### src/design/line_consts.svh
`ifndef LINE_CONSTS_SVH
`define LINE_CONSTS_SVH

// screen coordinate width, one axis
`define COORD_W 6

// bits per pixel
`define COLOR_W 4

// frame is square, FB_DIM cells per side
`define FB_DIM 64

// total cells, also the number of cycles a clear sweep takes
`define FB_WORDS 4096

`endif

### src/design/line_pkg.sv
`default_nettype none

`include "line_consts.svh"

package line_pkg;

  // one axis of a screen position
  typedef logic [`COORD_W-1:0] coord_t;

  // pixel colour
  typedef logic [`COLOR_W-1:0] color_t;

  // span length, 1 up to a full row or column
  // needs one bit more than a coordinate to hold FB_DIM itself
  typedef logic [`COORD_W:0] len_t;

  // bresenham error term, signed with headroom for err - d_min + d_maj
  typedef logic signed [`COORD_W+1:0] err_t;

endpackage

`default_nettype wire

### src/design/line_setup.sv
`default_nettype none

module line_setup (
  input  wire                   clk,
  input  wire                   rst_n,
  input  wire                   plot,         // host request strobe
  input  wire line_pkg::coord_t x0,
  input  wire line_pkg::coord_t y0,
  input  wire line_pkg::coord_t x1,
  input  wire line_pkg::coord_t y1,
  input  wire line_pkg::color_t color,
  output logic                  busy,
  input  wire                   stepper_busy, // back-pressure from stage 2
  output logic                  line_go,
  output line_pkg::coord_t      maj0,         // start of walk, major axis
  output line_pkg::coord_t      maj1,         // end of walk, major axis
  output line_pkg::coord_t      min0,         // start, minor axis
  output line_pkg::coord_t      d_maj,
  output line_pkg::coord_t      d_min,
  output logic                  min_up,       // minor coordinate counts up
  output logic                  steep,        // axes were swapped
  output line_pkg::color_t      line_color
);

  import line_pkg::*;

  typedef enum logic [1:0] {
    S_IDLE,
    S_SWAP,   // make x the major axis
    S_ORDER,  // make the walk run upward
    S_READY   // hold result until stepper is free
  } state_t;

  state_t state;
  coord_t min1; // minor end point, only needed for the direction

  assign busy    = (state != S_IDLE);
  assign line_go = (state == S_READY) && !stepper_busy;

  always_ff @(posedge clk or negedge rst_n) begin
    if (!rst_n) begin
      state <= S_IDLE;
    end else begin
      case (state)
        S_IDLE:  if (plot) state <= S_SWAP;
        S_SWAP:  state <= S_ORDER;
        S_ORDER: state <= S_READY;
        S_READY: if (!stepper_busy) state <= S_IDLE; // handed over on line_go
        default: state <= S_IDLE;
      endcase
    end
  end

  // working registers double as the outputs to stage 2
  always_ff @(posedge clk) begin
    case (state)
      S_IDLE: if (plot) begin
        maj0       <= x0;
        min0       <= y0;
        maj1       <= x1;
        min1       <= y1;
        d_maj      <= (x1 > x0) ? x1 - x0 : x0 - x1; // |dx|
        d_min      <= (y1 > y0) ? y1 - y0 : y0 - y1; // |dy|
        line_color <= color;
      end
      S_SWAP: begin
        steep <= d_min > d_maj; // tie stays shallow
        if (d_min > d_maj) begin
          maj0  <= min0;
          min0  <= maj0;
          maj1  <= min1;
          min1  <= maj1;
          d_maj <= d_min;
          d_min <= d_maj;
        end
      end
      S_ORDER: begin
        if (maj0 > maj1) begin // walk from the lower major end
          maj0   <= maj1;
          maj1   <= maj0;
          min0   <= min1;
          min1   <= min0;
          min_up <= min0 > min1; // direction seen from the new start
        end else begin
          min_up <= min1 > min0;
        end
      end
      default: ; // S_READY holds everything
    endcase
  end

endmodule

`default_nettype wire

### config.mk
export PLATFORM = sky130hd
export DESIGN_NAME = line_setup
export DESIGN_NICKNAME = d
export VERILOG_FILES = /design/src/design/line_pkg.sv /design/src/design/line_setup.sv
export VERILOG_INCLUDE_DIRS = /design/src /design/src/design
export SDC_FILE = /design/constraint.sdc
export NUM_CORES = 1
export LEC_CHECK = 0
export BUFFER_PORTS_ARGS = -buffer_cell sky130_fd_sc_hd__buf_2
export CELL_PAD_IN_SITES_DETAIL_PLACEMENT = 0
export CELL_PAD_IN_SITES_GLOBAL_PLACEMENT = 1
export CORE_MARGIN = 2
export CORE_UTILIZATION = 46
export CTS_CLUSTER_DIAMETER = 30
export DETAILED_ROUTE_END_ITERATION = 7
export GPL_ROUTABILITY_DRIVEN = 0
export HOLD_SLACK_MARGIN = 0.15
export PLACE_DENSITY = 0.95
export SYNTH_ARGS = -nofsm -noshare
export SYNTH_HDL_FRONTEND = slang
export SYNTH_SLANG_ARGS = --single-unit
### constraint.sdc
create_clock -name clk -period 8.7 [get_ports clk]
set_clock_uncertainty 0.1 [all_clocks]
set_input_delay 0.435 -clock clk [delete_from_list [all_inputs] [get_ports clk]]
set_output_delay 0.435 -clock clk [all_outputs]
set_load 0.02 [all_outputs]
; ---- Word level (Yosys, flattened, before mapping)
; Index checks and enable logic that the tools add are counted.
[totals]
ff_bits = 44
output_inout_bits = 38
[classes]
eq_ne = 7
n_mux = 28
n_lt_le_gt_ge = 6
addsub = 4
n_reduce_logical = 10
[op_table]
columns = op, count
row1 = 2-to-1 mux 6 bit, 18
row2 = case mux 6 bit (3 select lines), 4
row3 = > comparator 6 bit, 6
row4 = case mux 6 bit (2 select lines), 2
row5 = subtractor 6 bit, 4
row6 = != test 2 bit (second input constant), 4
row7 = case mux 2 bit (4 select lines), 1
row8 = equality test 2 bit (second input constant), 2
row9 = 2-to-1 mux 2 bit, 2
row10 = AND reduction 2 bit, 2
row11 = AND reduction 4 bit, 1
row12 = nonzero test 2 bit, 2
row13 = AND reduction 3 bit, 1
row14 = nonzero test 3 bit, 1
row15 = equality test 2 x 1 -> 1 bit (second input constant), 1
row16 = zero test 2 bit, 1
row17 = logical AND 1 bit, 1
row18 = zero test 1 bit, 1
row19 = 2-to-1 mux 1 bit, 1

; ---- Logic depth before layout (Yosys ltp)
; Gate-level depths: netlist of the first run.
[logic_depth]
depth_word = 4
ltp_mapped = 9
depth_no_buf = 9

; ---- Worst setup path before layout of the first run
; No wires, ideal clock.
[synth_timing]
path_kind = register to register
from = reg d_min[3]
to = reg maj0[0] (enable)
period_less_slack_ns = 3.765
t_arrival_ns = 3.223
t_required_ns = 8.158
path_slack_ns = 4.935
path_stages_with_launch = 7
setup_ns = 0.442
path_buffers = 0
path_cell_list = edfxtp_1 ha_1 and4_1 a21oi_1 a32oi_1 o21ai_0 a211oi_1
[synth_via]
elab_chain_cells = 3
[synth_rtl]
columns = item, line
row1 = from (decl), line_setup.sv:19  ; output line_pkg::coord_t d_min,
row2 = from (signal assigned), line_setup.sv:63  ; d_min <= (y1 > y0) ? y1 - y0 : y0 - y1;
row3 = from (signal assigned), line_setup.sv:74  ; d_min <= d_maj;
row4 = > comparator 6 bit, line_setup.sv:68  ; if (d_min > d_maj) begin
row5 = != test 2 bit (no source line), n/a
row6 = AND reduction 4 bit (no source line), n/a
row7 = to (signal assigned), line_setup.sv:69  ; maj0 <= min0;
row8 = to (signal assigned), line_setup.sv:79  ; maj0 <= maj1;
row9 = to (decl), line_setup.sv:15  ; output line_pkg::coord_t maj0,
; No other way between the ends.
; A chain may end at the register's enable or synchronous reset.

; ---- Worst setup path in the final report of the first run
[layout_timing]
from = reg state[1]
to = reg maj1[4] (enable)
[layout_via]
elab_chain_cells = 3
[layout_rtl]
columns = item, line
row1 = from (decl), line_setup.sv:34  ; state_t state;
row2 = from (signal assigned), line_setup.sv:42  ; state <= S_IDLE;
row3 = from (signal assigned), line_setup.sv:45  ; S_IDLE: if (plot) state <= S_SWAP;
row4 = from (signal assigned), line_setup.sv:46  ; S_SWAP: state <= S_ORDER;
row5 = "equality test 2 bit, or another cell as far along", line_setup.sv:56  ; case (state)
row6 = != test 2 bit (no source line) / nonzero test 3 bit (equally long branches), n/a
row7 = AND reduction 4 bit (no source line) (*), n/a
row8 = to (signal assigned), line_setup.sv:71  ; maj1 <= min1;
row9 = to (signal assigned), line_setup.sv:80  ; maj1 <= maj0;
row10 = to (decl), line_setup.sv:16  ; output line_pkg::coord_t maj1,
; Mark *: on every way between the ends. The rest lies on a longest branch, timed or not.

==> impl_metrics.tcl, run 1 <==
set metrics [dict create \
    antenna_found_initial 0 \
    ys.warnings.count 0 \
    syn_area_per_cell_um2 10.1 \
    path_clk_slew_ns 0.08 \
    die_width_um 90.1 \
    final_cell_mix "69 x buf_2, 50 x inv_1, 45 x ha_1, 42 x edfxtp_1, 39 x a21oi_1" \
    crit_type "flop to flop" \
    ys_types 40 \
    dp_hpwl_um 6180 \
    vias_per_cell 5.35 \
    fp.dieArea_um2 8110 \
    post-route-min-period_ns 3.09 \
    slew_viol_final 0 \
    cellPowerDensity_nw_per_um2 406 \
    yosysTopAreaCellShare 0.370 \
    r2r_end "maj1[4]$_DFFE_PP_" \
    yosysSeqAreaShare 0.385 \
    ir_drop_mv 0.149 \
    cts_sinks 44 \
    cp.depth 6 \
    detail_route.wl_per_cell_um 15.2 \
    drtAntennaViolNets 0 \
    crit_path_start_kind "flop" \
    worst_pin_slew_ns 1.22 \
    cts_buffers 5 \
    diodes 0 \
    critPathSlowestCell "a211oi_4" \
    max_freq_mhz 323 \
    finalSetupViolations 0 \
    core_um2 7210 \
    drc 0 \
    clock_latency_ns 0.29 \
    synth_area_um2 3410 \
    drive_gt1_frac 0.232 \
    critPathMaxStageDelay_ns 1.01 \
    clockBufferDepth 2 \
    worstRegToRegCells 6 \
    worstSetupStartpoint "state[1]$_DFFE_PN0P_" \
    crit_end "maj1[4]$_DFFE_PP_" \
    first_pass_iters 5 \
    nets 485 \
    synthTopCellsByArea "edfxtp_1 37%, ha_1 17%, a21oi_1 5.7%" \
    n_fill_cell 660 \
    gr-total-overflow 0 \
    hold_path.class "input pin to flop" \
    synth_area_leader_cell "edfxtp_1" \
    crit_path_end_kind "flop" \
    cts_tree "built" \
    period_share 0.355 \
    wl_um 7640 \
    hold_viol 0 \
    cts_setup_buffers 0 \
    grt_usage 0.192 \
    cp_top_family "compound AO/OA/AOI/OAI gates" \
    die_h_um 90.1 \
    grt_first_pass_wirelength_um 12500 \
    regToRegSetupSlack_ns 5.61 \
    cts_root_buffer "clkbuf_8" \
    ios 70 \
    initial_core_util 0.472 \
    grt_pass1_vias 2638 \
    fin_util 0.550 \
    netlist_instances 338 \
    drv_cap 0 \
    rsz0062_at_grt "false" \
    path_buf_inv 3 \
    multi_input_area_um2 1860 \
    vias 2696 \
    required_ns 8.51 \
    finalInstanceArea_um2 3970 \
    synth_seq_cells 44 \
    crit_arrival_ns 2.91 \
    cellLeakagePower_nw 1.86 \
    dr.first_iter.drc_count 188 \
    slew_headroom 0.190 \
    r2r-start "state[1]$_DFFE_PN0P_" \
    seqCellArea_um2 1310 \
    fp-row-count 31 \
    path_cells "inv_1 -> ha_1 -> buf_4 -> inv_1 -> o21ai_0 -> a211oi_4" \
    grt_max_degree 50 \
    final.setup.tns_ns 0 \
    final_common_cell "buf_2" \
    syn_nets 419 \
    place_area_um2 3850 \
    cpMostUsedCell "inv_1" \
    status "complete, no violations" \
    portBuffers 69 \
    h-tree-depth 2 \
    syn_to_final_growth_pct 16.5 \
    crit_fanout 32 \
]
-- routing by layer --
metal  global-route usage  up-vias  share of wire
li1                     -     1333              -
met1                0.243     1249           0.44
met2                0.325       93           0.47
met3               0.0319       21          0.056
met4               0.0795        0          0.034
met5                    0        -              0
-- cell usage after synthesis (all sizes together) --
cell type and instances:
a211oi 2, a21o 6, a21oi 41, a221oi 4
a22oi 24, a31oi 1, a32oi 1, and2 3
and4 1, buf 4, clkbuf 10, dfrtp 2
edfxtp 42, fa 4, ha 45, inv 50
mux2 7, mux2i 13, nand2 10, nand2b 1
nand3b 2, nand4 4, nor2 32, nor2b 5
nor3 1, o21a 4, o21ai 6, o22ai 2
o31ai 2, o32ai 1, xnor2 4, xor2 4
-- worst min path at each step --
stage	endpoint	startpoint	slack [ns]	cells past startpoint
2_1_floorplan	state[0]$_DFFE_PN0P_	rst_n	0.04	0
4_1_cts	line_color[2]$_DFFE_PP_	color[2]	0.22	1
3_5_place_dp	state[1]$_DFFE_PN0P_	rst_n	0.12	1
5_1_grt	line_color[0]$_DFFE_PP_	color[0]	0.21	1
6_report	line_color[0]$_DFFE_PP_	color[0]	0.21	1
3_3_place_gp	state[1]$_DFFE_PN0P_	rst_n	0.12	1
-- area by class of cell --
type | instances | share of cell area
Clock buffer | 6 | 0.0183
Clock inverter | 2 | 0.00883
Multi-Input combinational cell | 230 | 0.469
Inverter | 50 | 0.0473
Timing Repair Buffer | 73 | 0.0952
Tap cell | 99 | 0.0312
Sequential cell | 44 | 0.330
-- sequential cells by signal, summed over array words and instances (netlist names), 2 cells and up --
name        flops
min1            6
min0            6
d_maj           6
state           2
d_min           6
line_color      4
maj1            6
maj0            6
-- power breakdown --
group	total (mW)	switching [mW]	leakage (nW)	internal (mW)
clock	0.155	0.0698	0.0552	0.0853
sequential	0.540	0.0914	0.429	0.449
combinational	0.914	0.581	1.37	0.332
total	1.61	0.742	1.86	0.867
-- per-stage QoR --
| stage | instances | hold slack [ns] | power [mW] | setup slack (ns) |
|---|---|---|---|---|
| 2_1_floorplan | 338 | 0.0394 | 1.19 | 4.93 |
| 3_3_place_gp | 495 | 0.124 | 1.44 | 5.71 |
| 3_5_place_dp | 495 | 0.125 | 1.46 | 5.61 |
| 4_1_cts | 504 | 0.217 | 1.62 | 5.59 |
| 5_1_grt | 504 | 0.210 | 1.74 | 5.36 |
| 6_report | 504 | 0.215 | 1.61 | 5.61 |
-- timing repair --
action	4_1_cts	5_1_grt
hold endpoints to repair	2	0
gates resized for setup	0	0
endpoints found under the setup margin	0	0
hold buffers	1	0
-- kinds of logic (layout without fill, tap and decap cells) --
group           after synthesis  after routing  synth area share
buf+inv                      64            131            0.0731
compound gates               94             94             0.189
simple gates                 59             59            0.0815
flops                        44             44             0.385
mux                          20             20            0.0624
fa+ha+maj                    49             49             0.189
xor+xnor                      8              8            0.0206
No activity file was read; power rests on OpenSTA's default activity.
==> run 2, diff against run 1 <==
Settings changed: CORE_UTILIZATION 46 to 43, PLACE_DENSITY 0.95 to 0.92.
Clock period 8.7 ns to 2.9 ns, I/O delays scaled along.
==> impl_metrics.tcl, run 2 (synthesized netlist as in run 1, its figures left out) <==
set metrics [dict create \
    status "complete, no violations" \
    drtAntennaViolNets 0 \
    final_cell_mix "69 x buf_2, 50 x inv_1, 45 x ha_1, 42 x edfxtp_1, 39 x a21oi_1" \
    period_share 0.932 \
    rsz0062_at_grt "false" \
    cts_tree "built" \
    crit_end "d_maj[2]$_DFFE_PP_" \
    drc 0 \
    cts_buffers 5 \
    r2r_end "min_up$_DFFE_PP_" \
    detail_route.wl_per_cell_um 15.7 \
    cp.depth 11 \
    die_h_um 93.0 \
    fp-row-count 32 \
    critPathMaxStageDelay_ns 0.53 \
    first_pass_iters 4 \
    grt_pass1_vias 2894 \
    crit_fanout 5 \
    clock_latency_ns 0.30 \
    crit_arrival_ns 2.66 \
    cellLeakagePower_nw 1.97 \
    final_common_cell "buf_2" \
    ir_drop_mv 0.550 \
    portBuffers 69 \
    crit_path_end_kind "flop" \
    vias_per_cell 5.25 \
    slew_viol_final 0 \
    grt_max_degree 50 \
    ios 70 \
    drive_gt1_frac 0.229 \
    setup_ws_ns 0.197 \
    die_width_um 93.0 \
    fp.dieArea_um2 8650 \
    cts_resized 0 \
    use_met2 0.341 \
    syn_to_final_growth_pct 23.9 \
    antenna_found_initial 0 \
    grt_busiest_layer "met2" \
    final.setup.tns_ns 0 \
    required_ns 2.86 \
    worstSetupStartpoint "x1[0]" \
    place_area_um2 3880 \
    critPathSlowestCell "dlygate4sd3_1" \
    worstRegToRegCells 6 \
    grt_first_pass_wirelength_um 13800 \
    nets 509 \
    r2r-start "maj0[3]$_DFFE_PP_" \
    clockBufferDepth 2 \
    slew_headroom 0.508 \
    wl_um 8330 \
    vias 2782 \
    hold_path.class "input pin to flop" \
    gr-usage-met1 0.274 \
    regToRegSetupSlack_ns 0.29 \
    use_met3 0.0290 \
    cts_sinks 44 \
    h-tree-depth 2 \
    dr.first_iter.drc_count 161 \
    hold_viol 0 \
    crit_type "input pin to flop" \
    dp_hpwl_um 6480 \
    gr-total-overflow 0 \
    finalInstanceArea_um2 4220 \
    fin_util 0.549 \
    layout.cells.non_filler 530 \
    cp_top_family "buffers and inverters" \
    path_clk_slew_ns 0.09 \
    cts_root_buffer "clkbuf_8" \
    diodes 0 \
    initial_core_util 0.443 \
    drv_cap 0 \
    path_buf_inv 3 \
    grt_usage 0.203 \
    post-route-min-period_ns 2.70 \
    worst_pin_slew_ns 0.736 \
    crit_path_start_kind "input pin" \
    place_inst 502 \
    finalSetupViolations 0 \
    post-place-ws_ns 0.303 \
    core_um2 7690 \
    cellPowerDensity_nw_per_um2 1200 \
    max_freq_mhz 370 \
    path_cells "dlygate4sd3_1 -> buf_2 -> inv_1 -> ha_1 -> fa_1 -> nor2b_4 -> o31ai_4 -> a21oi_4 -> mux2i_1 -> xor2_1 -> mux2_2" \
]
==> run 2: changes by cell type in the layout (fill, tap and decap cells not counted) <==
cell           delta
dlygate4sd3_1    +20
clkinv_2          -1
bufinv_16         +1
buf_4             +4
clkbuf_1          -1
==> run 2: report_power, final <==
part	internal (mW)	switching, mW	leakage [nW]
sequential	1.33	0.271	0.429
clock	0.339	0.206	0.0642
combinational	1.09	1.81	1.48
==> run 2: how the worst min path moves through the flow <==
stage	start	cells after the start	end
finish	x1[2]	3	maj1[2]$_DFFE_PP_
global route	x1[5]	3	maj1[5]$_DFFE_PP_
CTS	x1[2]	3	maj1[2]$_DFFE_PP_
detailed placement	rst_n	1	state[1]$_DFFE_PN0P_
global placement	rst_n	1	state[1]$_DFFE_PN0P_
floorplan	rst_n	0	state[0]$_DFFE_PN0P_
==> run 2: final cells by class <==
class	count	area [um^2]
clock buffers	5	68.8
clock inverters	2	60.1
fillers	740	3460
inverters	50	188
multi-input cells	230	1860
flip-flops and latches	44	1310
well taps	102	128
repair buffers	97	608
==> run 2: tightest hold or removal path, delay by kind of cell <==
| kind | cells | cell delay [ns] |
|---|---|---|
| AND/OR/NAND/NOR | 1 | 0.06 |
| AO/OA/AOI/OAI | 1 | 0.11 |
| buffers and inverters | 1 | 0.12 |
==> run 2: routing by layer <==
metal,vias to the layer above,wire length (um)
met2,95,4000
met1,1300,3810
met5,-,0
met3,6,436
li1,1381,-
met4,0,73
==> run 2: metrics by stage <==
step / hold slack [ns] / total power [mW]
2_1_floorplan: -0.251 / 3.61
3_3_place_gp: -0.165 / 4.40
3_5_place_dp: -0.166 / 4.49
4_1_cts: 0.153 / 5.08
5_1_grt: 0.166 / 5.48
6_report: 0.161 / 5.05
==> run 2: timing repair <==
action | 4_1_cts | 5_1_grt
endpoints found under the hold margin | 21 | 0
hold buffers | 21 | 0
setup buffers | 0 | 0
