**src/design/line_consts.svh**
```systemverilog
`ifndef LINE_CONSTS_SVH
`define LINE_CONSTS_SVH

// screen coordinate width, one axis
`define COORD_W 6

// bits per pixel
`define COLOR_W 4

// frame is square, FB_DIM cells per side
`define FB_DIM 64

// total cells, also the number of cycles a clear sweep takes
`define FB_WORDS 4096

`endif

```
**src/design/line_pkg.sv**
```systemverilog
`default_nettype none

`include "line_consts.svh"

package line_pkg;

  // one axis of a screen position
  typedef logic [`COORD_W-1:0] coord_t;

  // pixel colour
  typedef logic [`COLOR_W-1:0] color_t;

  // span length, 1 up to a full row or column
  // needs one bit more than a coordinate to hold FB_DIM itself
  typedef logic [`COORD_W:0] len_t;

  // bresenham error term, signed with headroom for err - d_min + d_maj
  typedef logic signed [`COORD_W+1:0] err_t;

endpackage

`default_nettype wire

```
**src/design/span_writer.sv**
```systemverilog
`default_nettype none

module span_writer (
  input  wire                   clk,
  input  wire                   rst_n,
  input  wire                   span_plot,
  input  wire line_pkg::coord_t span_x,
  input  wire line_pkg::coord_t span_y,
  input  wire line_pkg::len_t   span_len,
  input  wire                   span_vertical, // run along y instead of x
  input  wire line_pkg::color_t span_color,
  output logic                  span_busy,
  output logic                  pix_we,
  output line_pkg::coord_t      pix_x,
  output line_pkg::coord_t      pix_y,
  output line_pkg::color_t      pix_color
);

  import line_pkg::*;

  coord_t cur_x;
  coord_t cur_y;
  len_t   left;    // pixels still to write, including the current one
  logic   vert_r;
  color_t color_r;

  // one pixel per busy cycle straight from the working registers
  assign pix_we    = span_busy;
  assign pix_x     = cur_x;
  assign pix_y     = cur_y;
  assign pix_color = color_r;

  always_ff @(posedge clk or negedge rst_n) begin
    if (!rst_n) begin
      span_busy <= 1'b0;
    end else if (span_plot) begin
      span_busy <= 1'b1;
    end else if (span_busy && left == len_t'(1)) begin
      span_busy <= 1'b0; // last pixel written this cycle
    end
  end

  always_ff @(posedge clk) begin
    if (span_plot) begin
      cur_x   <= span_x;
      cur_y   <= span_y;
      left    <= span_len;
      vert_r  <= span_vertical;
      color_r <= span_color;
    end else if (span_busy) begin
      left <= left - len_t'(1);
      if (vert_r) begin
        cur_y <= cur_y + coord_t'(1);
      end else begin
        cur_x <= cur_x + coord_t'(1);
      end
    end
  end

endmodule

`default_nettype wire

```
**config.mk**
```make
export PLATFORM = sky130hd
export DESIGN_NAME = span_writer
export DESIGN_NICKNAME = d
export VERILOG_FILES = /design/src/design/line_pkg.sv /design/src/design/span_writer.sv
export VERILOG_INCLUDE_DIRS = /design/src /design/src/design
export SDC_FILE = /design/constraint.sdc
export NUM_CORES = 1
export LEC_CHECK = 0
export BUFFER_PORTS_ARGS = -buffer_cell sky130_fd_sc_hd__buf_2
export CELL_PAD_IN_SITES_DETAIL_PLACEMENT = 1
export CELL_PAD_IN_SITES_GLOBAL_PLACEMENT = 1
export CORE_ASPECT_RATIO = 1.4
export CORE_MARGIN = 3
export CORE_UTILIZATION = 33
export DETAILED_ROUTE_END_ITERATION = 12
export GPL_TIMING_DRIVEN = 0
export PLACE_DENSITY = 0.79
export SYNTH_ARGS = -nofsm -noshare
export SYNTH_HDL_FRONTEND = slang
export SYNTH_SLANG_ARGS = --single-unit
```
**constraint.sdc**
```tcl
create_clock -name clk -period 1.8 [get_ports clk]
set_clock_uncertainty 0.2 [all_clocks]
set_input_delay 0.27 -clock clk [delete_from_list [all_inputs] [get_ports clk]]
set_output_delay 0.27 -clock clk [all_outputs]
set_load 0.02 [all_outputs]
```
* After elaboration in Yosys (flattened, before gate mapping) *
Index checks and enable logic that the tools add are counted.

word-level totals
  register bits after elaboration = 25
  input port bits = 27
  word-level logic and storage cells = 27

cells by class
  add/sub/neg operators = 3
  equal/unequal tests = 2
  mux-type cells = 10
  reductions and logical operators = 6

operator list
  operator             count
  $mux 6               6
  $mux 7               2
  $add 6x1->6 const B  2
  $eq 7x1->1 const B   1
  $sub 7x1->7 const B  1
  $reduce_bool 2->1    3
  $reduce_and 2->1     2
  $mux 1               2
  $ne 2x2->1 const B   1
  $logic_and 1x1->1    1

* Depth between registers and ports, before layout *
Gate-level depths: netlist (run 1).

  depth after elaboration = 4
  depth in mapped cells = 5

* Worst setup path before layout (run 1) *
Ideal clock, no wire load.

  path kind = register to register
  from = reg left[0]
  to = reg left[5] (data pin)
  arrival = 1.291 ns
  data required time = 1.341 ns
  slack = 0.050 ns
  stages on the path, launching flop included = 4
  buffers on the path = 0
  clock period less this slack = 1.750 ns
  cells stage by stage = edfxtp_1 -> or3_1 -> o31a_1 -> o31a_1

on the way
  cells in the longest elaborated chain, start to end = 3

ends and longest elaborated chain
  item                    line               source
  start, declared         span_writer.sv:23  len_t left;
  start signal, assigned  span_writer.sv:47  left <= span_len;
  start signal, assigned  span_writer.sv:51  left <= left - len_t'(1);
  $sub 7x1->7             span_writer.sv:51
  $mux 7                  span_writer.sv:50  end else if (span_busy) begin
  $mux 7                  span_writer.sv:44  if (span_plot) begin

Every way passes these cells. The select of a mux whose other input is x is not followed.
A chain may end at the register's enable or synchronous reset.

* Final worst setup path (run 1) *
Ends and elaborated chain as after synthesis.

==> results.yml, run 1 <==
timing:
  max_freq_mhz: 556
  final_critical_path_setup_slack_ps: -0.0399
  final_period_minus_worst_setup_slack_ps: 1800
  number_of_setup_violations_in_the_final_report: 1
  whs_ps: 84.5
  slew-limit-headroom_pct: 61.1
  tightest_slew_ps: 580
  hold_viol_final: 0
  setup-tns-final_ps: -0.0399
  slew_violations: 0
  rsz_0062_raised_after_global_routing: "yes"
  final.period_utilization_pct: 100
clock_tree:
  clk_latency_ps: 270
  clock_sink_count: 25
  maximum_buffer_depth_of_the_clock_tree: 2
  root_buffer_cell: "sky130_fd_sc_hd__clkbuf_8"
  tritoncts_clock_tree: "yes"
  cts_inserted_buffers: 3
  worst_setup_hold_path_clk_slew_ps: 80
  cts-htree-levels: 1
setup_path:
  worstPathCellList: "or3_4 > o31a_1 > o31a_1"
  critical-path-top-cell-by-count: "sky130_fd_sc_hd__o31a_1"
  critical_path.endpoint_type: "flip-flop"
  cpPeakStageDelay_ps: 450
  cp-start-kind: "flip-flop"
  worstPathRequired_ps: 1630
  worstSetupPathType: "flip-flop to flip-flop"
  critPathBufInv: 0
  worstPathMaxFanout: 5
  crit_family: "compound AO/OA/AOI/OAI gates"
  critical-path-slowest-cell: "sky130_fd_sc_hd__edfxtp_1"
  cp.arrival_ps: 1630
global_route:
  globalRoute.totalOverflow: 0
  grt_use_total_pct: 14.5
  number_of_global_route_vias_before_repair: 1133
  grt_antenna_before_repair: 0
  first_pass_grt_wire_length_mm: 5.11
  grt_start_max_net_pins: 14
floorplanning:
  floorplan.rows: 25
  effective_utilization_at_floorplan_pct: 35.3
  die_w_um: 57.8
  core-area_um2: 3500
  floorplan.die.height_um: 78.5
  dieArea_um2: 4530
  io-pin-count: 45
synthesis:
  synth-async-reset-ratio_pct: 4.00
  synthesis.area_per_instance_um2: 11.4
  synth_enable_flop_cells: 24
  syn_nets: 140
  synth_seq_cells: 25
  yosys_warn_count: 0
  yosys.area.top_type: "sky130_fd_sc_hd__edfxtp_1"
  yosys-top-cells-area: "sky130_fd_sc_hd__edfxtp_1, sky130_fd_sc_hd__o21ai_0, sky130_fd_sc_hd__nand2_1, sky130_fd_sc_hd__ha_1, sky130_fd_sc_hd__xnor2_1"
  synthDominantCellAreaShare_pct: 58.2
  synth-seq-area-share_pct: 60.3
  synthCells: 109
  top_cell_types_by_occurrence_after_synthesis: "sky130_fd_sc_hd__edfxtp_1, sky130_fd_sc_hd__nand2_1, sky130_fd_sc_hd__o21ai_0"
  top_count_cell_post_synth: "sky130_fd_sc_hd__edfxtp_1"
  prevailing_post_synth_register_cell: "sky130_fd_sc_hd__edfxtp_1"
  netlist_area_um2: 1240
  post_synth_num_cell_types: 24
hold_path:
  hold_path.class: "input pin to flip-flop"
final_layout:
  finalNonFillerCells: 204
  insertedDiodeCount: 0
  final_nets: 196
  design_area_um2: 1630
  core_occupancy_in_the_finished_layout_pct: 46.6
  fillerInstances: 410
  post_route_cells_drive_above_1_share_pct: 32.9
  layout-area-overhead-vs-synth_pct: 32.0
route:
  vias_per_cell: 4.96
  wl_met1_mm: 1.08
  routed-wl-met3_um: 127
  final_antenna_net_count: 0
  detailedRoute.firstPassIterationCount: 4
  initialDrtViolationCount: 12
  route.met2.wl_mm: 1.76
  detail_route.drc_violations: 0
  route.detailed.wl_per_inst_um: 14.8
  route.final.wire_length_mm: 3.02
  route.top_layer_used: "met4"
  vias_after_detailed_routing: 1012
status:
  outcome: "finished, violations left"
  violated_checks: "setup timing"
place:
  placement.io_buffers: 44
  weighted_congestion_reported_at_the_end_of_routability_driven_placement: 0.774
  dp_slack_ps: -179
  placed_cells_incl_taps: 193
  detailed_place.area_um2: 1510
  place_hpwl_mm: 2.37
power_and_ir_drop:
  power_density_nw_per_um2: 905
  leakagePower_nw: 0.674
  power.ir.vdd_worst_v: 0.000558
  total_power_mw: 1.48
job:
  timing.max_cap.violations: 0
## logic make-up after synthesis
logic type / Yosys count / synth area share (%)
buf+inv: 10 / 3.34
flops: 25 / 60.3
fa+ha+maj: 4 / 4.04
xor+xnor: 9 / 6.37
mux: 2 / 1.82
simple gates: 37 / 14.1
compound gates: 22 / 10.1
## cell type report
class                      count  area, um2  area share [%]
sequential                    25        746            45.7
multi-input combinational     74        463            28.4
timing repair buffer          51        288            17.6
tap                           40       50.0            3.07
clock buffer                   4       45.0            2.76
buffer                         5       22.5            1.38
inverter                       5       18.8            1.15
## power breakdown
group,total [mW],switching (mW),internal (mW)
Combinational,0.338,0.186,0.152
Clock,0.330,0.172,0.158
Sequential,0.809,0.0729,0.736
## registers in the layout, summed over array words and instances, names as in the netlist
register	cells
pix_color	4
left	7
pix_we	1
pix_y	6
pix_x	6
vert_r	1
## worst paths after layout
path	startpoint	slack [ps]	to	depth (start not counted)
setup / recovery	left[0]	-0.04	left[5]	3
hold / removal	span_len[3]	80	left[3]	3
setup reg to reg	left[0]	-0.04	left[5]	3
hold reg to reg	pix_we	390	pix_we	1
max in group asynchronous	rst_n	1220	pix_we	2
min in group asynchronous	rst_n	100	pix_we	2
## what timing repair did
| item | CTS | global route |
|---|---|---|
| gates resized for setup | 3 | 1 |
| setup buffers | 0 | 1 |
| endpoints found under the hold margin | 6 | 0 |
| endpoints found under the setup margin | 8 | 2 |
| hold buffers | 6 | 0 |
| pin swaps | 1 | 0 |
## cell usage in the layout (no fill, tap or decap), types with 2 or more instances in the layout
master and instances:
sky130_fd_sc_hd__dlygate4sd3_1 6, sky130_fd_sc_hd__or3_1 3, sky130_fd_sc_hd__nor4_1 2, sky130_fd_sc_hd__clkbuf_1 5, sky130_fd_sc_hd__xor2_1 4, sky130_fd_sc_hd__xnor2_1 5
sky130_fd_sc_hd__clkbuf_8 3, sky130_fd_sc_hd__nor2_1 3, sky130_fd_sc_hd__a31oi_1 2, sky130_fd_sc_hd__nand2_1 18, sky130_fd_sc_hd__nand3_1 5, sky130_fd_sc_hd__mux2_2 2
sky130_fd_sc_hd__buf_2 44, sky130_fd_sc_hd__buf_4 2, sky130_fd_sc_hd__o31a_1 2, sky130_fd_sc_hd__inv_1 5, sky130_fd_sc_hd__ha_1 3, sky130_fd_sc_hd__edfxtp_1 24
sky130_fd_sc_hd__o21ai_0 15
## layer usage
layer	global-route usage (%)	vias to the layer above
met4	6.26	0
met5	0	-
met3	1.81	5
met1	14.0	480
met2	29.0	22
li1	-	505
## worst register-to-register path, cell delays in order (launching register included)
cell and delay, ps:
sky130_fd_sc_hd__edfxtp_1 450, sky130_fd_sc_hd__or3_4 400, sky130_fd_sc_hd__o31a_1 250, sky130_fd_sc_hd__o31a_1 270
Power figures use the tool's default switching activity.
==> inputs of run 2 (changes only) <==
--- a/config.mk
+++ b/config.mk
@@ -15,6 +15,7 @@
 export DETAILED_ROUTE_END_ITERATION = 12
 export GPL_TIMING_DRIVEN = 0
 export PLACE_DENSITY = 0.79
+export RECOVER_POWER = 25
 export SYNTH_ARGS = -nofsm -noshare
 export SYNTH_HDL_FRONTEND = slang
 export SYNTH_SLANG_ARGS = --single-unit
==> run 2 against run 1 <==
  * Sequential share of layout area up 0.18 points
  * Clock power about the same
  * Largest cell class unchanged
  * Critical endpoint unchanged
  * Maximum frequency about the same
  * Final cell count unchanged
  * Non-clock buffer count unchanged
  * Sequential cell count unchanged
  * Largest power group unchanged
  * The flow now finishes without violations
==> results.yml, run 2 (synthesis results as in run 1) <==
power_and_ir_drop:
  power_density_nw_per_um2: 907
  seq_power_share_pct: 54.9
  intPower_mw: 1.04
  power.clock.fraction_pct: 22.4
  power.share.combinational_pct: 22.7
  leakagePower_nw: 0.660
  power.ir.vdd_worst_v: 0.000558
  power.share.switching_pct: 29.2
  power.switching_mw: 0.430
timing:
  rsz_0062_raised_after_global_routing: "yes"
  whs_ps: 84.4
  final_period_minus_worst_setup_slack_ps: 1800
  tightest_slew_ps: 580
  slew-limit-headroom_pct: 61.1
  slew_violations: 0
  final.period_utilization_pct: 100
  number_of_setup_violations_in_the_final_report: 0
  max_freq_mhz: 556
  hold_viol_final: 0
floorplanning:
  floorplan.rows: 25
  die_w_um: 57.8
  dieArea_um2: 4530
  core-area_um2: 3500
  floorplan.die.height_um: 78.5
  effective_utilization_at_floorplan_pct: 35.3
  io-pin-count: 45
place:
  weighted_congestion_reported_at_the_end_of_routability_driven_placement: 0.774
  detailed_place.area_um2: 1510
  place_hpwl_mm: 2.37
  placement.io_buffers: 44
final_layout:
  mostFrequentLayoutCells: "sky130_fd_sc_hd__buf_2, sky130_fd_sc_hd__edfxtp_1, sky130_fd_sc_hd__nand2_1"
  fillerInstances: 412
  layout-area-overhead-vs-synth_pct: 31.4
  multiInputGateArea_um2: 463
  layout.cells.most_common: "sky130_fd_sc_hd__buf_2"
  insertedDiodeCount: 0
  final_nets: 196
  largest_register_ffs: 7
  seqCellArea_um2: 746
  design_area_um2: 1630
  largest-register: "left"
  post_route_cells_drive_above_1_share_pct: 29.9
setup_path:
  timing.critical_path.from: "left[0]"
  critical_path.endpoint_type: "flip-flop"
  cp-start-kind: "flip-flop"
  worst-r2r-setup-slack_ps: 0.05
  worstSetupPathType: "flip-flop to flip-flop"
  cp.arrival_ps: 1630
  worstPathMaxFanout: 5
  end_of_the_worst_register_to_register_path: "left[5]"
  worst_r2r_path_depth: 3
  critPathCapture: "left[5]"
  regToRegStartpoint: "left[0]"
  worstPathRequired_ps: 1630
clock_tree:
  root_buffer_cell: "sky130_fd_sc_hd__clkbuf_8"
  cts_inserted_buffers: 3
  tritoncts_clock_tree: "yes"
  worst_setup_hold_path_clk_slew_ps: 80
  cts-htree-levels: 1
  clk_latency_ps: 270
  maximum_buffer_depth_of_the_clock_tree: 2
  clock_sink_count: 25
global_route:
  globalRoute.totalOverflow: 0
  first_pass_grt_wire_length_mm: 5.11
  grt_use_total_pct: 14.5
  number_of_global_route_vias_before_repair: 1133
  grt_antenna_before_repair: 0
  grt_start_max_net_pins: 14
route:
  route.final.wire_length_mm: 3.03
  detail_route.drc_violations: 0
  route.detailed.wl_per_inst_um: 14.8
  final_antenna_net_count: 0
  initialDrtViolationCount: 12
  detailedRoute.firstPassIterationCount: 4
  vias_per_cell: 4.95
  vias_after_detailed_routing: 1010
status:
  outcome: "completed"
hold_path:
  hold_path.class: "input pin to flip-flop"
  hold_path_startpoint: "span_len[3]"
job:
  timing.max_cap.violations: 0
-- run 2: worst max-delay path: stages (launching register included) --
cell and delay [ps]:
sky130_fd_sc_hd__edfxtp_1 450, sky130_fd_sc_hd__or3_4 400, sky130_fd_sc_hd__o31a_1 250, sky130_fd_sc_hd__o31a_1 270
-- run 2: worst min path at each step --
stage | end | cells after the start | slack, ps
after floorplan | pix_we | 0 | -230
after global placement | pix_we | 1 | -150
after detailed placement | pix_we | 1 | -150
after CTS | left[0] | 3 | 80
after global routing | left[0] | 3 | 80
final | left[3] | 3 | 80
-- run 2: metal layers --
layer / track usage (%) / part of all wire [%]
met1: 14.0 / 36
met2: 29.0 / 58
met3: 1.81 / 4.3
met4: 6.26 / 1.8
met5: 0 / 0
-- run 2: per-stage QoR --
step / util, % / TNS, ps / worst slack, ps / cells / total power [mW]
floorplan: - / 0 / 50.5 / 109 / 1.01
global placement: 43.0 / -961 / -124 / 193 / 1.12
detailed placement: 43.0 / -1470 / -179 / 193 / 1.15
CTS: 46.3 / -25.4 / -25.4 / 203 / 1.49
global route: 46.4 / -47.9 / -47.9 / 204 / 1.56
finish: 46.4 / 0 / 0.0471 / 204 / 1.47
-- run 2: area by class of cell --
| type | instances | area share, % |
|---|---|---|
| buffer | 5 | 1.38 |
| clock buffer | 4 | 2.77 |
| inverter | 5 | 1.15 |
| multi-input combinational | 74 | 28.5 |
| sequential | 25 | 45.8 |
| tap | 40 | 3.08 |
| timing repair buffer | 51 | 17.3 |
-- run 2: power groups by stage --
stage / logic (mW) / clock network [mW] / registers [mW]
detailed placement: 0.324 / 0 / 0.821
CTS: 0.340 / 0.344 / 0.811
global route: 0.370 / 0.367 / 0.824
finish: 0.335 / 0.330 / 0.810
global placement: 0.310 / 0 / 0.813
floorplan: 0.147 / 0 / 0.866
-- run 2: timing repair --
| item | in CTS | in global routing |
|---|---|---|
| setup endpoints to repair | 8 | 2 |
| hold endpoints to repair | 6 | 0 |
| pin swaps | 1 | 0 |
| hold buffers | 6 | 0 |
| resized for setup | 3 | 1 |
| buffers inserted | 0 | 1 |
==> inputs of run 3 (changes only) <==
--- a/config.mk
+++ b/config.mk
@@ -10,7 +10,6 @@
 export CELL_PAD_IN_SITES_DETAIL_PLACEMENT = 1
 export CELL_PAD_IN_SITES_GLOBAL_PLACEMENT = 1
 export CORE_ASPECT_RATIO = 1.4
-export CORE_MARGIN = 3
 export CORE_UTILIZATION = 33
 export DETAILED_ROUTE_END_ITERATION = 12
 export GPL_TIMING_DRIVEN = 0
==> run 3 against run 2 <==
  * Cell area increased by 1.5%
  * Sequential cell count is the same
  * Clock power grew 4%
  * Critical path type unchanged
==> results.yml, run 3 (synthesis results as in run 1) <==
timing:
  slew_violations: 0
  max_freq_mhz: 564
  whs_ps: 69.2
  setup-tns-final_ps: 0
  final.period_utilization_pct: 98.5
  hold_viol_final: 0
  number_of_setup_violations_in_the_final_report: 0
  tightest_slew_ps: 580
  final_period_minus_worst_setup_slack_ps: 1770
  slew-limit-headroom_pct: 61.1
floorplanning:
  die_w_um: 53.8
  effective_utilization_at_floorplan_pct: 34.3
  floorplan.die.height_um: 74.5
  io-pin-count: 45
  core-area_um2: 3610
  floorplan.rows: 26
  dieArea_um2: 4000
final_layout:
  final_nets: 198
  fillerInstances: 424
  insertedDiodeCount: 0
  multiInputGateArea_um2: 467
  mostFrequentLayoutCells: "sky130_fd_sc_hd__buf_2, sky130_fd_sc_hd__edfxtp_1, sky130_fd_sc_hd__nand2_1"
  layout.cells.most_common: "sky130_fd_sc_hd__buf_2"
  seqCellArea_um2: 746
  finalNonFillerCells: 208
  largest-register: "left"
  layout-area-overhead-vs-synth_pct: 33.5
  largest_register_ffs: 7
  post_route_cells_drive_above_1_share_pct: 30.7
clock_tree:
  maximum_buffer_depth_of_the_clock_tree: 2
  tritoncts_clock_tree: "yes"
  clk_latency_ps: 270
  worst_setup_hold_path_clk_slew_ps: 90
  clock_sink_count: 25
  cts-htree-levels: 1
  root_buffer_cell: "sky130_fd_sc_hd__clkbuf_8"
  cts_inserted_buffers: 3
setup_path:
  cp-start-kind: "flip-flop"
  critical-path-top-cell-by-count: "sky130_fd_sc_hd__o31a_1"
  path_depth: 3
  worstSetupPathType: "flip-flop to flip-flop"
  critPathBufInv: 0
  cpPeakStageDelay_ps: 450
  worstPathRequired_ps: 1630
  worstPathMaxFanout: 4
  cp.arrival_ps: 1600
  worst_r2r_path_depth: 3
  critical-path-slowest-cell: "sky130_fd_sc_hd__edfxtp_1"
  worstPathCellList: "or3_4 > o31a_1 > o31a_1"
  crit_family: "compound AO/OA/AOI/OAI gates"
  critical_path.endpoint_type: "flip-flop"
route:
  route.detailed.wl_per_inst_um: 14.3
  initialDrtViolationCount: 9
  detailedRoute.firstPassIterationCount: 4
  vias_per_cell: 4.88
  detail_route.drc_violations: 0
  final_antenna_net_count: 0
  route.final.wire_length_mm: 2.97
  vias_after_detailed_routing: 1015
global_route:
  busiest_layer: "met2"
  grt_start_max_net_pins: 16
  globalRoute.totalOverflow: 0
  grt.met2_usage_pct: 29.4
  grt_antenna_before_repair: 0
  globalRouteMet1Util_pct: 19.4
  grt.met3_usage_pct: 3.07
  number_of_global_route_vias_before_repair: 1054
  grt_use_total_pct: 16.5
  first_pass_grt_wire_length_mm: 4.77
power_and_ir_drop:
  power.share.combinational_pct: 23.3
  power.clock.fraction_pct: 22.8
  seq_power_share_pct: 53.9
  power.share.switching_pct: 29.9
  intPower_mw: 1.05
  power.ir.vdd_worst_v: 0.000542
  power_density_nw_per_um2: 910
  leakagePower_nw: 0.673
  power.switching_mw: 0.449
hold_path:
  hold_path.class: "input pin to flip-flop"
  hold-path-cell-count: 3
place:
  placed_cells_incl_taps: 195
  weighted_congestion_reported_at_the_end_of_routability_driven_placement: 0.790
  place_hpwl_mm: 2.23
  placement.io_buffers: 44
job:
  timing.max_cap.violations: 0
status:
  outcome: "completed"
[run 3: cell type report]
type                       instances  area share, %
sequential                        25           45.2
clock buffer                       3           2.50
multi-input combinational         74           28.3
clock inverter                     1          0.455
tap                               42           3.18
timing repair buffer              53           17.9
inverter                           5           1.14
buffer                             5           1.44
[run 3: stage by stage]
step                setup WS [ps]  cell area (um2)  utilization, %  power (mW)
finish                       27.1             1650            45.7        1.50
global route                -78.7             1650            45.7        1.59
CTS                          5.06             1630            45.1        1.50
detailed placement           -191             1510            41.8        1.14
global placement             -136             1510            41.8        1.12
floorplan                    50.5             1240               -        1.01
[run 3: worst paths after layout]
path	from	end	slack, ps
worst max-delay path	left[0]	left[5]	30
worst min-delay path	span_x[4]	pix_x[4]	70
worst max register to register	left[0]	left[5]	30
worst min register to register	pix_we	pix_we	390
max in group asynchronous	rst_n	pix_we	1220
min in group asynchronous	rst_n	pix_we	80
[run 3: worst reg2reg max path, delay by kind of cell (launching register included)]
family          cells  cell delay (ps)
compound gates      2              480
flops               1              450
simple gates        1              400
[run 3: routing by layer]
metal  wire [um]  vias to the layer above
li1            -                      509
met1        1200                      483
met2        1650                       21
met3         100                        2
met4          23                        0
met5           0                        -
[run 3: power by group through the flow]
stage / logic, mW / registers [mW] / clock network (mW)
after detailed placement: 0.320 / 0.822 / 0
after CTS: 0.337 / 0.811 / 0.353
after global routing: 0.391 / 0.822 / 0.374
after floorplan: 0.147 / 0.866 / 0
after global placement: 0.307 / 0.814 / 0
final: 0.350 / 0.810 / 0.342
[run 3: what timing repair did]
| item | in CTS | in global routing |
|---|---|---|
| gates resized for setup | 3 | 3 |
| endpoints found under the setup margin | 8 | 3 |
| pin swaps | 2 | 0 |
| endpoints found under the hold margin | 6 | 0 |
| hold buffers | 6 | 0 |
| buffers inserted | 0 | 3 |
